$ cat src/common/sw_pkg.sv
// sw_pkg: sizes, scoring constants, score and index types, and controller states
package sw_pkg;

    // sizes
    localparam int REF_MAX_LENGTH  = 16;
    localparam int READ_MAX_LENGTH = 8;
    localparam int SCORE_WIDTH     = 10;

    localparam int REF_IDX_WIDTH  = $clog2(REF_MAX_LENGTH);
    localparam int READ_IDX_WIDTH = $clog2(READ_MAX_LENGTH);

    // wide enough for ref length plus the array depth
    localparam int CALC_CNT_WIDTH = $clog2(REF_MAX_LENGTH + READ_MAX_LENGTH) + 1;

    // 2-bit nucleotide code
    typedef logic [1:0] base_t;

    typedef logic signed [SCORE_WIDTH-1:0] score_t;

    typedef logic [REF_IDX_WIDTH-1:0]  ref_idx_t;
    typedef logic [READ_IDX_WIDTH-1:0] read_idx_t;

    // 1-based lengths
    typedef logic [REF_IDX_WIDTH:0]  ref_len_t;
    typedef logic [READ_IDX_WIDTH:0] read_len_t;

    typedef logic [CALC_CNT_WIDTH-1:0] calc_cnt_t;

    // scoring
    localparam score_t MATCH_SCORE    = 2;
    localparam score_t MISMATCH_SCORE = -1;
    localparam score_t GAP_OPEN       = -2;
    localparam score_t GAP_EXTEND     = -1;

    typedef enum logic [2:0] {
        IDLE,
        LOAD,
        CALC,
        SELECT,
        DONE
    } ctrl_state_t;

endpackage

$ cat src/common/sw_pe_link_if.sv
// sw_pe_link_if: reference base and scores passed from one processing element to the next
`timescale 1ns/1ps

interface sw_pe_link_if;

    logic           a_valid;
    sw_pkg::base_t  a_base;
    // H and F of the cell above
    sw_pkg::score_t h;
    sw_pkg::score_t f;

    modport up (
        output a_valid,
        output a_base,
        output h,
        output f
    );

    modport down (
        input a_valid,
        input a_base,
        input h,
        input f
    );

endinterface

$ cat src/sw_array/sw_pe.sv
// sw_pe: one systolic cell row, computes H, E and F per column and keeps the row best
`timescale 1ns/1ps

module sw_pe (
    input  logic              clk,
    input  logic              rst,
    input  logic              i_clear,
    input  logic              i_row_enable,
    input  sw_pkg::base_t     i_read_base,
    sw_pe_link_if.down        up,
    sw_pe_link_if.up          dn,
    output sw_pkg::score_t    o_row_best,
    output sw_pkg::ref_idx_t  o_row_best_col
);

    logic             cell_en;
    sw_pkg::score_t   sub_score;
    sw_pkg::score_t   diag_sum;
    sw_pkg::score_t   e_open;
    sw_pkg::score_t   e_ext;
    sw_pkg::score_t   f_open;
    sw_pkg::score_t   f_ext;
    sw_pkg::score_t   e_new;
    sw_pkg::score_t   f_new;
    sw_pkg::score_t   h_new;
    // left neighbours are this row's previous column
    sw_pkg::score_t   h_left;
    sw_pkg::score_t   e_left;
    sw_pkg::score_t   h_diag;
    sw_pkg::ref_idx_t col_cnt;

    function automatic sw_pkg::score_t max2(sw_pkg::score_t a, sw_pkg::score_t b);
        return (a > b) ? a : b;
    endfunction

    assign cell_en = up.a_valid && i_row_enable;

    assign sub_score = (up.a_base == i_read_base) ? sw_pkg::MATCH_SCORE
                                                  : sw_pkg::MISMATCH_SCORE;
    assign diag_sum  = h_diag + sub_score;

    assign e_open = h_left + sw_pkg::GAP_OPEN;
    assign e_ext  = e_left + sw_pkg::GAP_EXTEND;
    assign f_open = up.h + sw_pkg::GAP_OPEN;
    assign f_ext  = up.f + sw_pkg::GAP_EXTEND;

    // all three clamped at zero
    assign e_new = max2(max2('0, e_open), e_ext);
    assign f_new = max2(max2('0, f_open), f_ext);
    assign h_new = max2(max2('0, diag_sum), max2(e_new, f_new));

    always_ff @(posedge clk or posedge rst) begin
        if (rst) begin
            dn.a_valid     <= 1'b0;
            col_cnt        <= '0;
            o_row_best     <= '0;
            o_row_best_col <= '0;
        end else begin
            dn.a_valid <= up.a_valid;
            if (i_clear) begin
                col_cnt        <= '0;
                o_row_best     <= '0;
                o_row_best_col <= '0;
            end else if (up.a_valid) begin
                col_cnt <= col_cnt + 1'b1;
                // strict compare keeps the first column on ties
                if (cell_en && h_new > o_row_best) begin
                    o_row_best     <= h_new;
                    o_row_best_col <= col_cnt;
                end
            end
        end
    end

    always_ff @(posedge clk) begin
        dn.a_base <= up.a_base;
        dn.h      <= cell_en ? h_new : '0;
        dn.f      <= cell_en ? f_new : '0;
        if (i_clear) begin
            h_left <= '0;
            e_left <= '0;
            h_diag <= '0;
        end else if (cell_en) begin
            h_left <= h_new;
            e_left <= e_new;
            // top H of this column is the diagonal of the next one
            h_diag <= up.h;
        end
    end

endmodule

$ cat src/sw_array/sw_pe_array.sv
// sw_pe_array: chain of processing elements, one per read base, fed by the reference stream
`timescale 1ns/1ps

module sw_pe_array (
    input  logic                                         clk,
    input  logic                                         rst,
    input  logic                                         i_clear,
    input  logic                                         i_ref_valid,
    input  sw_pkg::base_t                                i_ref_base,
    input  logic [2*sw_pkg::READ_MAX_LENGTH-1:0]         i_read_bases,
    input  sw_pkg::read_len_t                            i_read_length,
    output sw_pkg::score_t   [sw_pkg::READ_MAX_LENGTH-1:0] o_row_best,
    output sw_pkg::ref_idx_t [sw_pkg::READ_MAX_LENGTH-1:0] o_row_best_col
);

    sw_pe_link_if link [sw_pkg::READ_MAX_LENGTH+1] ();

    // top boundary row is all zero scores
    assign link[0].a_valid = i_ref_valid;
    assign link[0].a_base  = i_ref_base;
    assign link[0].h       = '0;
    assign link[0].f       = '0;

    for (genvar k = 0; k < sw_pkg::READ_MAX_LENGTH; k++) begin : g_pe
        logic          row_en;
        sw_pkg::base_t read_base;

        assign row_en    = (k < i_read_length);
        assign read_base = i_read_bases[2*sw_pkg::READ_MAX_LENGTH-1-2*k -: 2];

        sw_pe u_pe (
            .clk            (clk),
            .rst            (rst),
            .i_clear        (i_clear),
            .i_row_enable   (row_en),
            .i_read_base    (read_base),
            .up             (link[k]),
            .dn             (link[k+1]),
            .o_row_best     (o_row_best[k]),
            .o_row_best_col (o_row_best_col[k])
        );
    end

endmodule

$ cat src/sw_controller.sv
// sw_controller: job FSM, reference base streaming and read latching for the PE array
`timescale 1ns/1ps

module sw_controller (
    input  logic                                   clk,
    input  logic                                   rst,
    input  logic                                   i_valid,
    input  logic [2*sw_pkg::REF_MAX_LENGTH-1:0]    i_sequence_ref,
    input  logic [2*sw_pkg::READ_MAX_LENGTH-1:0]   i_sequence_read,
    input  sw_pkg::ref_len_t                       i_ref_length,
    input  sw_pkg::read_len_t                      i_read_length,
    input  logic                                   i_ready,
    input  logic                                   i_scan_done,
    output logic                                   o_ready,
    output logic                                   o_valid,
    output logic                                   o_clear,
    output logic                                   o_ref_valid,
    output sw_pkg::base_t                          o_ref_base,
    output logic [2*sw_pkg::READ_MAX_LENGTH-1:0]   o_read_bases,
    output sw_pkg::read_len_t                      o_read_length,
    output logic                                   o_scan_start
);

    sw_pkg::ctrl_state_t                    state;
    sw_pkg::calc_cnt_t                      calc_cnt;
    sw_pkg::ref_len_t                       ref_len_q;
    logic                                   calc_last;
    logic [2*sw_pkg::REF_MAX_LENGTH-1:0]    ref_shift;

    // first reference base sits in the top bits
    assign o_ref_base  = ref_shift[2*sw_pkg::REF_MAX_LENGTH-1 -: 2];
    assign o_ref_valid = (state == sw_pkg::CALC) &&
                         (calc_cnt < sw_pkg::calc_cnt_t'(ref_len_q));

    // drain time lets the last base reach the bottom row
    assign calc_last = (calc_cnt == sw_pkg::calc_cnt_t'(ref_len_q) +
                        sw_pkg::calc_cnt_t'(sw_pkg::READ_MAX_LENGTH - 1));

    assign o_ready = (state == sw_pkg::IDLE);
    assign o_valid = (state == sw_pkg::DONE);
    assign o_clear = (state == sw_pkg::LOAD);

    always_ff @(posedge clk or posedge rst) begin
        if (rst) begin
            state         <= sw_pkg::IDLE;
            calc_cnt      <= '0;
            ref_len_q     <= '0;
            o_read_length <= '0;
            o_scan_start  <= 1'b0;
        end else begin
            o_scan_start <= 1'b0;
            case (state)
                sw_pkg::IDLE: begin
                    if (i_valid) begin
                        ref_len_q     <= i_ref_length;
                        o_read_length <= i_read_length;
                        state         <= sw_pkg::LOAD;
                    end
                end
                sw_pkg::LOAD: begin
                    calc_cnt <= '0;
                    state    <= sw_pkg::CALC;
                end
                sw_pkg::CALC: begin
                    calc_cnt <= calc_cnt + 1'b1;
                    if (calc_last) begin
                        o_scan_start <= 1'b1;
                        state        <= sw_pkg::SELECT;
                    end
                end
                sw_pkg::SELECT: begin
                    if (i_scan_done) begin
                        state <= sw_pkg::DONE;
                    end
                end
                sw_pkg::DONE: begin
                    if (i_ready) begin
                        state <= sw_pkg::IDLE;
                    end
                end
                default: state <= sw_pkg::IDLE;
            endcase
        end
    end

    // sequences are sampled on acceptance
    always_ff @(posedge clk) begin
        if (state == sw_pkg::IDLE && i_valid) begin
            ref_shift    <= i_sequence_ref;
            o_read_bases <= i_sequence_read;
        end else if (state == sw_pkg::CALC) begin
            ref_shift <= ref_shift << 2;
        end
    end

endmodule

$ cat src/sw_best_select.sv
// sw_best_select: scans the row bests one per cycle for the overall best score
`timescale 1ns/1ps

module sw_best_select (
    input  logic                                         clk,
    input  logic                                         rst,
    input  logic                                         i_start,
    input  sw_pkg::read_len_t                            i_read_length,
    input  sw_pkg::score_t   [sw_pkg::READ_MAX_LENGTH-1:0] i_row_best,
    input  sw_pkg::ref_idx_t [sw_pkg::READ_MAX_LENGTH-1:0] i_row_best_col,
    output logic                                         o_done,
    output sw_pkg::score_t                               o_score,
    output sw_pkg::read_idx_t                            o_row,
    output sw_pkg::ref_idx_t                             o_column
);

    logic              busy;
    logic              last_row;
    sw_pkg::read_idx_t row_idx;
    sw_pkg::score_t    cand;

    assign cand     = i_row_best[row_idx];
    assign last_row = (sw_pkg::read_len_t'(row_idx) + 1'b1 >= i_read_length);
    assign o_done   = busy && last_row;

    always_ff @(posedge clk or posedge rst) begin
        if (rst) begin
            busy     <= 1'b0;
            row_idx  <= '0;
            o_score  <= '0;
            o_row    <= '0;
            o_column <= '0;
        end else if (i_start) begin
            busy     <= 1'b1;
            row_idx  <= '0;
            o_score  <= '0;
            o_row    <= '0;
            o_column <= '0;
        end else if (busy) begin
            // earlier row wins a tie
            if (cand > o_score) begin
                o_score  <= cand;
                o_row    <= row_idx;
                o_column <= i_row_best_col[row_idx];
            end
            row_idx <= row_idx + 1'b1;
            if (last_row) begin
                busy <= 1'b0;
            end
        end
    end

endmodule

$ cat src/sw_core.sv
// sw_core: Smith-Waterman affine-gap alignment core, read vs reference window
`timescale 1ns/1ps

module sw_core (
    input  logic                                   clk,
    input  logic                                   rst,

    output logic                                   o_ready,
    input  logic                                   i_valid,
    input  logic [2*sw_pkg::REF_MAX_LENGTH-1:0]    i_sequence_ref,
    input  logic [2*sw_pkg::READ_MAX_LENGTH-1:0]   i_sequence_read,
    input  sw_pkg::ref_len_t                       i_ref_length,
    input  sw_pkg::read_len_t                      i_read_length,

    input  logic                                   i_ready,
    output logic                                   o_valid,
    output sw_pkg::score_t                         o_alignment_score,
    output sw_pkg::ref_idx_t                       o_column,
    output sw_pkg::read_idx_t                      o_row
);

    logic                                   clear;
    logic                                   ref_valid;
    sw_pkg::base_t                          ref_base;
    logic [2*sw_pkg::READ_MAX_LENGTH-1:0]   read_bases;
    sw_pkg::read_len_t                      read_length;
    logic                                   scan_start;
    logic                                   scan_done;

    sw_pkg::score_t   [sw_pkg::READ_MAX_LENGTH-1:0] row_best;
    sw_pkg::ref_idx_t [sw_pkg::READ_MAX_LENGTH-1:0] row_best_col;

    sw_controller u_controller (
        .clk             (clk),
        .rst             (rst),
        .i_valid         (i_valid),
        .i_sequence_ref  (i_sequence_ref),
        .i_sequence_read (i_sequence_read),
        .i_ref_length    (i_ref_length),
        .i_read_length   (i_read_length),
        .i_ready         (i_ready),
        .i_scan_done     (scan_done),
        .o_ready         (o_ready),
        .o_valid         (o_valid),
        .o_clear         (clear),
        .o_ref_valid     (ref_valid),
        .o_ref_base      (ref_base),
        .o_read_bases    (read_bases),
        .o_read_length   (read_length),
        .o_scan_start    (scan_start)
    );

    sw_pe_array u_array (
        .clk            (clk),
        .rst            (rst),
        .i_clear        (clear),
        .i_ref_valid    (ref_valid),
        .i_ref_base     (ref_base),
        .i_read_bases   (read_bases),
        .i_read_length  (read_length),
        .o_row_best     (row_best),
        .o_row_best_col (row_best_col)
    );

    sw_best_select u_select (
        .clk            (clk),
        .rst            (rst),
        .i_start        (scan_start),
        .i_read_length  (read_length),
        .i_row_best     (row_best),
        .i_row_best_col (row_best_col),
        .o_done         (scan_done),
        .o_score        (o_alignment_score),
        .o_row          (o_row),
        .o_column       (o_column)
    );

endmodule

$ cat config.mk
export PLATFORM = sky130hd
export DESIGN_NAME = sw_core
export DESIGN_NICKNAME = d
export VERILOG_FILES = /design/src/common/sw_pkg.sv /design/src/common/sw_pe_link_if.sv /design/src/sw_array/sw_pe.sv /design/src/sw_array/sw_pe_array.sv /design/src/sw_controller.sv /design/src/sw_best_select.sv /design/src/sw_core.sv
export SDC_FILE = /design/constraint.sdc
export NUM_CORES = 2
export LEC_CHECK = 0
export BUFFER_PORTS_ARGS = -buffer_cell sky130_fd_sc_hd__buf_4
export CORE_UTILIZATION = 26
export DETAILED_ROUTE_END_ITERATION = 6
export PLACE_DENSITY = 0.44
export REMOVE_ABC_BUFFERS = 1
export SLEW_MARGIN = 25
export SYNTH_ARGS = -nofsm -noshare
export SYNTH_HDL_FRONTEND = slang
export SYNTH_HIERARCHICAL = 1
export SYNTH_SLANG_ARGS = --single-unit
$ cat constraint.sdc
create_clock -name clk -period 13.6 [get_ports clk]
set_input_delay 0.68 -clock clk [delete_from_list [all_inputs] [get_ports clk]]
set_output_delay 0.68 -clock clk [all_outputs]
set_load 0.01 [all_outputs]
== Word-level counts from Yosys, hierarchy flattened ==
Index checks and enable logic that the tools add are counted.

* Add/subtract/negate cells: 48
* Multiply operators: 0
* Divide/modulo/power cells: 0
* $lt $le $gt $ge: 74
* Eq/ne operators: 17
* Shift operators: 0
* Multiplexer cells: 154
* Bitwise logic cells: 0
* Reduce and logical (&&, ||, !) cells: 51

{| class="wikitable"
|+ Operators with widths
! cell !! number
|-
| $mux 10 || 90
|-
| $gt 10x10->1 || 38
|-
| $gt 1x10->1 const A || 23
|-
| $mux 4 || 44
|-
| $add 10x2->10 const B || 15
|-
| $add 10x1->10 const B || 14
|-
| $add 10x10->10 || 7
|-
| $mux 32 || 2
|-
| $reduce_bool 2->1 || 20
|-
| $add 4x1->4 const B || 8
|-
| $bmux 10 s3 || 1
|-
| $mux 3 || 9
|-
| $gt 10x1->1 const B || 2
|-
| $reduce_and 2->1 || 10
|-
| $logic_and 1x1->1 || 19
|-
| $eq 2x2->1 || 8
|-
| $lt 3x4->1 const A || 4
|-
| $pmux 3 s5 || 1
|-
| $bmux 4 s3 || 1
|-
| $pmux 6 s2 || 1
|-
| $lt 1x4->1 const A || 2
|-
| $lt 2x4->1 const A || 2
|-
| $add 5x3->6 const B || 1
|-
| $add 6x1->6 const B || 1
|-
| other kinds (14) || 21
|}

* Register bits: 613
* Latch bits: 0
* RAM bits: 0
* Memory bits (read-only): 0
* Input bits: 61
* Output and inout port bits: 19
* Logic and storage cells: 430
* Memories kept: 0

== Longest topological paths before layout ==
* Depth in word-level cells: 14
* Gate-level depth with buffers: 53

== By module ==
The synthesis kept the hierarchy.

{| class="wikitable"
|+ By module, submodules not included
! module !! instances !! cells an instance !! area an instance (µm²) !! seq. area each (µm²)
|-
| sw_pe at u_array.g_pe[0].u_pe ... || 6 || 673 || 5,531.6 || 1,516.5
|-
| sw_pe at u_array.g_pe[7].u_pe || 1 || 695 || 5,550.3 || 1,516.5
|-
| sw_pe at u_array.g_pe[3].u_pe || 1 || 678 || 5,398.9 || 1,516.5
|-
| sw_controller || 1 || 196 || 3,022.9 || 1,916.8
|-
| sw_best_select || 1 || 198 || 2,279.7 || 525.5
|-
| sw_pe_array || 1 || 9 || 63.8 || 0.0
|}

== Least setup slack after synthesis ==
No wires, ideal clock.

* Kind: flip-flop to flip-flop
* From: reg u_array.g_pe[6].u_pe.dn.h[1]
* To: reg u_array.g_pe[7].u_pe.o_row_best[2]
* Library setup time: 0.104 ns
* Arrival: 10.216 ns
* Setup slack: 3.280 ns
* Cell stages (with the launch flop): 49
* Clock period less this slack: 10.320 ns
* Cells stage by stage: dfxtp_1 > inv_1 > ha_1 > or4b_4 > o21a_1 > or2_4 > inv_1 > nand2_1 > inv_1 > ha_1 > a211oi_1 > o21bai_1 > or2_2 > and2_1 > a211oi_2 > mux2_2 > ha_1 > and4_1 > [13 not listed] > o21ai_0 > a21oi_1 > clkbuf_1 > nor2_1 > clkbuf_1 > a21oi_1 > ha_1 > o21a_1 > o21a_1 > o21a_1 > o21a_1 > o21a_1 > o21a_1 > o21ai_0 > a31o_2 > clkbuf_1 > a21oi_1 > a221oi_1

* Cells in the longest elaborated chain, start to end: 13
* Elaborated cells between the ends (all ways): 16
* Those cells by class: 1 x add/sub; 5 x order compare; 7 x mux; 3 x reduce/logical

{| class="wikitable"
|+ Ends and longest elaborated chain
! element !! line !! RTL
|-
| start, declared || sw_pe_link_if.sv:15 || <nowiki>output h,</nowiki>
|-
| start signal, assigned || sw_pe.sv:77 || <nowiki>dn.h <= cell_en ? h_new : '0;</nowiki>
|-
| $add 10x2->10 * || sw_pe.sv:44 || <nowiki>assign f_open = up.h + sw_pkg::GAP_OPEN;</nowiki>
|-
| $gt 1x10->1 || sw_pe.sv:33 || <nowiki>return (a > b) ? a : b;</nowiki>
|-
| $mux 10 * || sw_pe.sv:33 ||
|-
| $gt 10x10->1 || sw_pe.sv:33 ||
|-
| $mux 10 * || sw_pe.sv:33 ||
|-
| $gt 10x10->1 || sw_pe.sv:33 ||
|-
| $mux 10 * || sw_pe.sv:33 ||
|-
| $gt 10x10->1 || sw_pe.sv:33 ||
|-
| $mux 10 * || sw_pe.sv:33 ||
|-
| net u_array.g_pe[7].u_pe.h_new[2] || sw_pe.sv:25 || <nowiki>sw_pkg::score_t h_new;</nowiki>
|-
| $gt 10x10->1 || sw_pe.sv:67 || <nowiki>if (cell_en && h_new > o_row_best) begin</nowiki>
|-
| $logic_and 1x1->1 || sw_pe.sv:67 ||
|-
| $reduce_bool 2->1 (no line) || -- ||
|-
| $reduce_and 2->1 (no line) || -- ||
|-
| end signal, assigned || sw_pe.sv:68 || <nowiki>o_row_best <= h_new;</nowiki>
|-
| end, declared || sw_pe.sv:12 || <nowiki>output sw_pkg::score_t o_row_best,</nowiki>
|}

Mark *: on every way through the listed nets, which the timed path passes. The rest lies on a longest branch. The select of a mux whose other input is x is not followed.
A chain may end at the register's enable or synchronous reset.

== Worst setup path in the final report ==
* From: reg u_array.g_pe[6].u_pe.dn.h[1]
* To: reg u_array.g_pe[7].u_pe.o_row_best[7]

* Cells in the longest elaborated chain, start to end: 13
* Elaborated cells between the ends (all ways): 16
* Those cells by class: 1 x add/sub; 5 x order compare; 7 x mux; 3 x reduce/logical

{| class="wikitable"
|+ Ends and longest elaborated chain
! element !! line
|-
| $add 10x2->10 * || sw_pe.sv:44
|-
| $gt 1x10->1 || sw_pe.sv:33
|-
| $mux 10 * || sw_pe.sv:33
|-
| $gt 10x10->1 || sw_pe.sv:33
|-
| $mux 10 * || sw_pe.sv:33
|-
| $gt 10x10->1 || sw_pe.sv:33
|-
| $mux 10 * || sw_pe.sv:33
|-
| $gt 10x10->1 || sw_pe.sv:33
|-
| $mux 10 * || sw_pe.sv:33
|-
| net u_array.g_pe[7].u_pe.h_new[1] || sw_pe.sv:25
|-
| $gt 10x10->1 * || sw_pe.sv:67
|-
| $logic_and 1x1->1 * || sw_pe.sv:67
|-
| $reduce_bool 2->1 (no line) * || --
|-
| $reduce_and 2->1 (no line) * || --
|}

Marks and branches as above.

==> out/qor.yml <==
overflow: 0
crit_top_cell: "o21a_1"
htree_levels: 3
num_vias: 41000
diodes: 0
syn_area_um2: 48900
dpl_cell_area_um2: 52100
cp.required_ps: 14180
r2r_cells: 45
cts_inserted_buffers: 77
final_cell_mix: "nand2_1 (650), nor2_1 (605), ha_1 (510)"
cts_resized: 0
drt-initial-drc-count: 2084
reg2reg_from: "u_array/g_pe[6].u_pe/dn.h[1]"
finalClockSkew_ps: 25.2
final_common_cell: "nand2_1"
crit_slowest_cell: "a211oi_2"
clock_latency_ps: 670
place_congestion: 0.846
die_area_um2: 190000
std_cell_rows: 158
yosys_warnings: 6
dp_hpwl_mm: 114
finalSetupViolCount: 0
end_kind: "register"
fin_area_um2: 54700
numPortBuffers: 79
final.min_clock_period_ps: 11400
ctsHoldBuffers: 0
rsz0062_at_grt: "no"
outcome: "finished clean"
clk_path_buf_depth: 3
floorplan.initialDensity_pct: 26.3
fmax_mhz: 87.7
crit_end: "u_array/g_pe[7].u_pe/o_row_best[7]"
grt_max_degree: 121
root_buffer: "clkbuf_16"
startpoint_type: "register"
path_clk_slew_ps: 60
routedWlPerCell_um: 17.8
fin_hold_ws_ps: 191
drt_first_pass_iters: 6
tightest_slew_ps: 1030
tns_ps: 0
max-slew-margin-rel_pct: 30.8
drcViolationCount: 0
core_um2: 186000
wirelength_mm: 149
r2r_end: "u_array/g_pe[7].u_pe/o_row_best[7]"
die_w_um: 436
hold_violations: 0
synth.avg_cell_area_um2: 8.48
fin_crit_sh_pct: 83.8
final_net_count: 6380
slowest_delay_ps: 680
crit_path_start: "u_array/g_pe[6].u_pe/dn.h[1]"
grt_pass1_vias: 39800
drv_slew: 0
area_delta_synth_final_pct: 11.9
synth_cells: 5768
worst_ep_arrival_time_ps: 11970
track_usage_pct: 15.3
crit_fanout: 25
grt_pass1_wl_mm: 234
cts_tree: "yes"
antenna_found_initial: 4
cts_sinks: 633
path_class: "reg -> reg"
cts_setup_buffers: 0
antenna_left: 0
r2r_setup_slack_ps: 2200
top_level_ports: 80
vias_per_cell: 4.91
die_h_um: 436
drv_cap: 0
drive_above_1_share_pct: 10.7
min_path_type: "in -> reg"
## how the worst min path moves through the flow
stage                                      start                                end  slack (ps)  cells past startpoint
2_1_floorplan  u_array/g_pe[0].u_pe/dn.a_base[0]  u_array/g_pe[1].u_pe/dn.a_base[0]         350                      0
3_3_place_gp   u_array/g_pe[1].u_pe/dn.a_base[0]  u_array/g_pe[2].u_pe/dn.a_base[0]         360                      0
3_5_place_dp   u_array/g_pe[1].u_pe/dn.a_base[1]  u_array/g_pe[2].u_pe/dn.a_base[1]         360                      0
4_1_cts                      i_sequence_read[15]      u_controller/o_read_bases[15]         120                      1
5_1_grt                      i_sequence_read[13]      u_controller/o_read_bases[13]         130                      1
6_report                     i_sequence_read[15]      u_controller/o_read_bases[15]         190                      1
## per-stage QoR
stage	instances	setup slack, ps	utilization, %
floorplan	5605	2640	-
global placement	8210	2130	28.0
detailed placement	8210	2220	28.0
CTS	8349	2180	29.4
global route	8349	1430	29.4
finish	8349	2200	29.4
## layer usage
metal | wire [um] | vias up | track usage, %
li1 | - | 20700 | -
met1 | 70100 | 19500 | 20.6
met2 | 71300 | 585 | 26.2
met3 | 4310 | 161 | 1.75
met4 | 2960 | 0 | 3.44
met5 | 0 | - | 0
## registers in the layout, summed over array words and instances, names as in the netlist, 5 cells and up
name                              cells
u_array/g_pe.u_pe/dn.a_valid          7
u_select/o_score                     10
u_array/g_pe.u_pe/e_left             80
u_array/g_pe.u_pe/col_cnt            32
u_array/g_pe.u_pe/h_left             80
u_array/g_pe.u_pe/o_row_best_col     32
u_controller/ref_len_q                5
u_array/g_pe.u_pe/dn.f               70
u_array/g_pe.u_pe/dn.h               70
u_array/g_pe.u_pe/h_diag             80
u_controller/o_read_bases            16
u_controller/ref_shift               32
u_controller/calc_cnt                 6
u_array/g_pe.u_pe/o_row_best         80
u_array/g_pe.u_pe/dn.a_base          14
## area by class of cell
class | instances | area, um^2
clock buffer | 107 | 2170
clock inverter | 32 | 372
fill | 19900 | 131000
inverter | 355 | 1340
multi-input combinational | 4617 | 32700
sequential | 633 | 14100
tap | 2480 | 3100
timing repair buffer | 125 | 942
## worst max-delay path, delay by kind of cell (launching register included)
kind | cells | cell delay, ps
AO/OA/AOI/OAI | 21 | 5200
AND/OR/NAND/NOR | 13 | 3010
adder cells (fa/ha/maj) | 5 | 1370
multiplexers | 3 | 1210
flip-flops | 1 | 330
buffers and inverters | 3 | 200
Power is not shown: default switching activity piles up to over one toggle a cycle in this logic, so the estimate is an artifact.
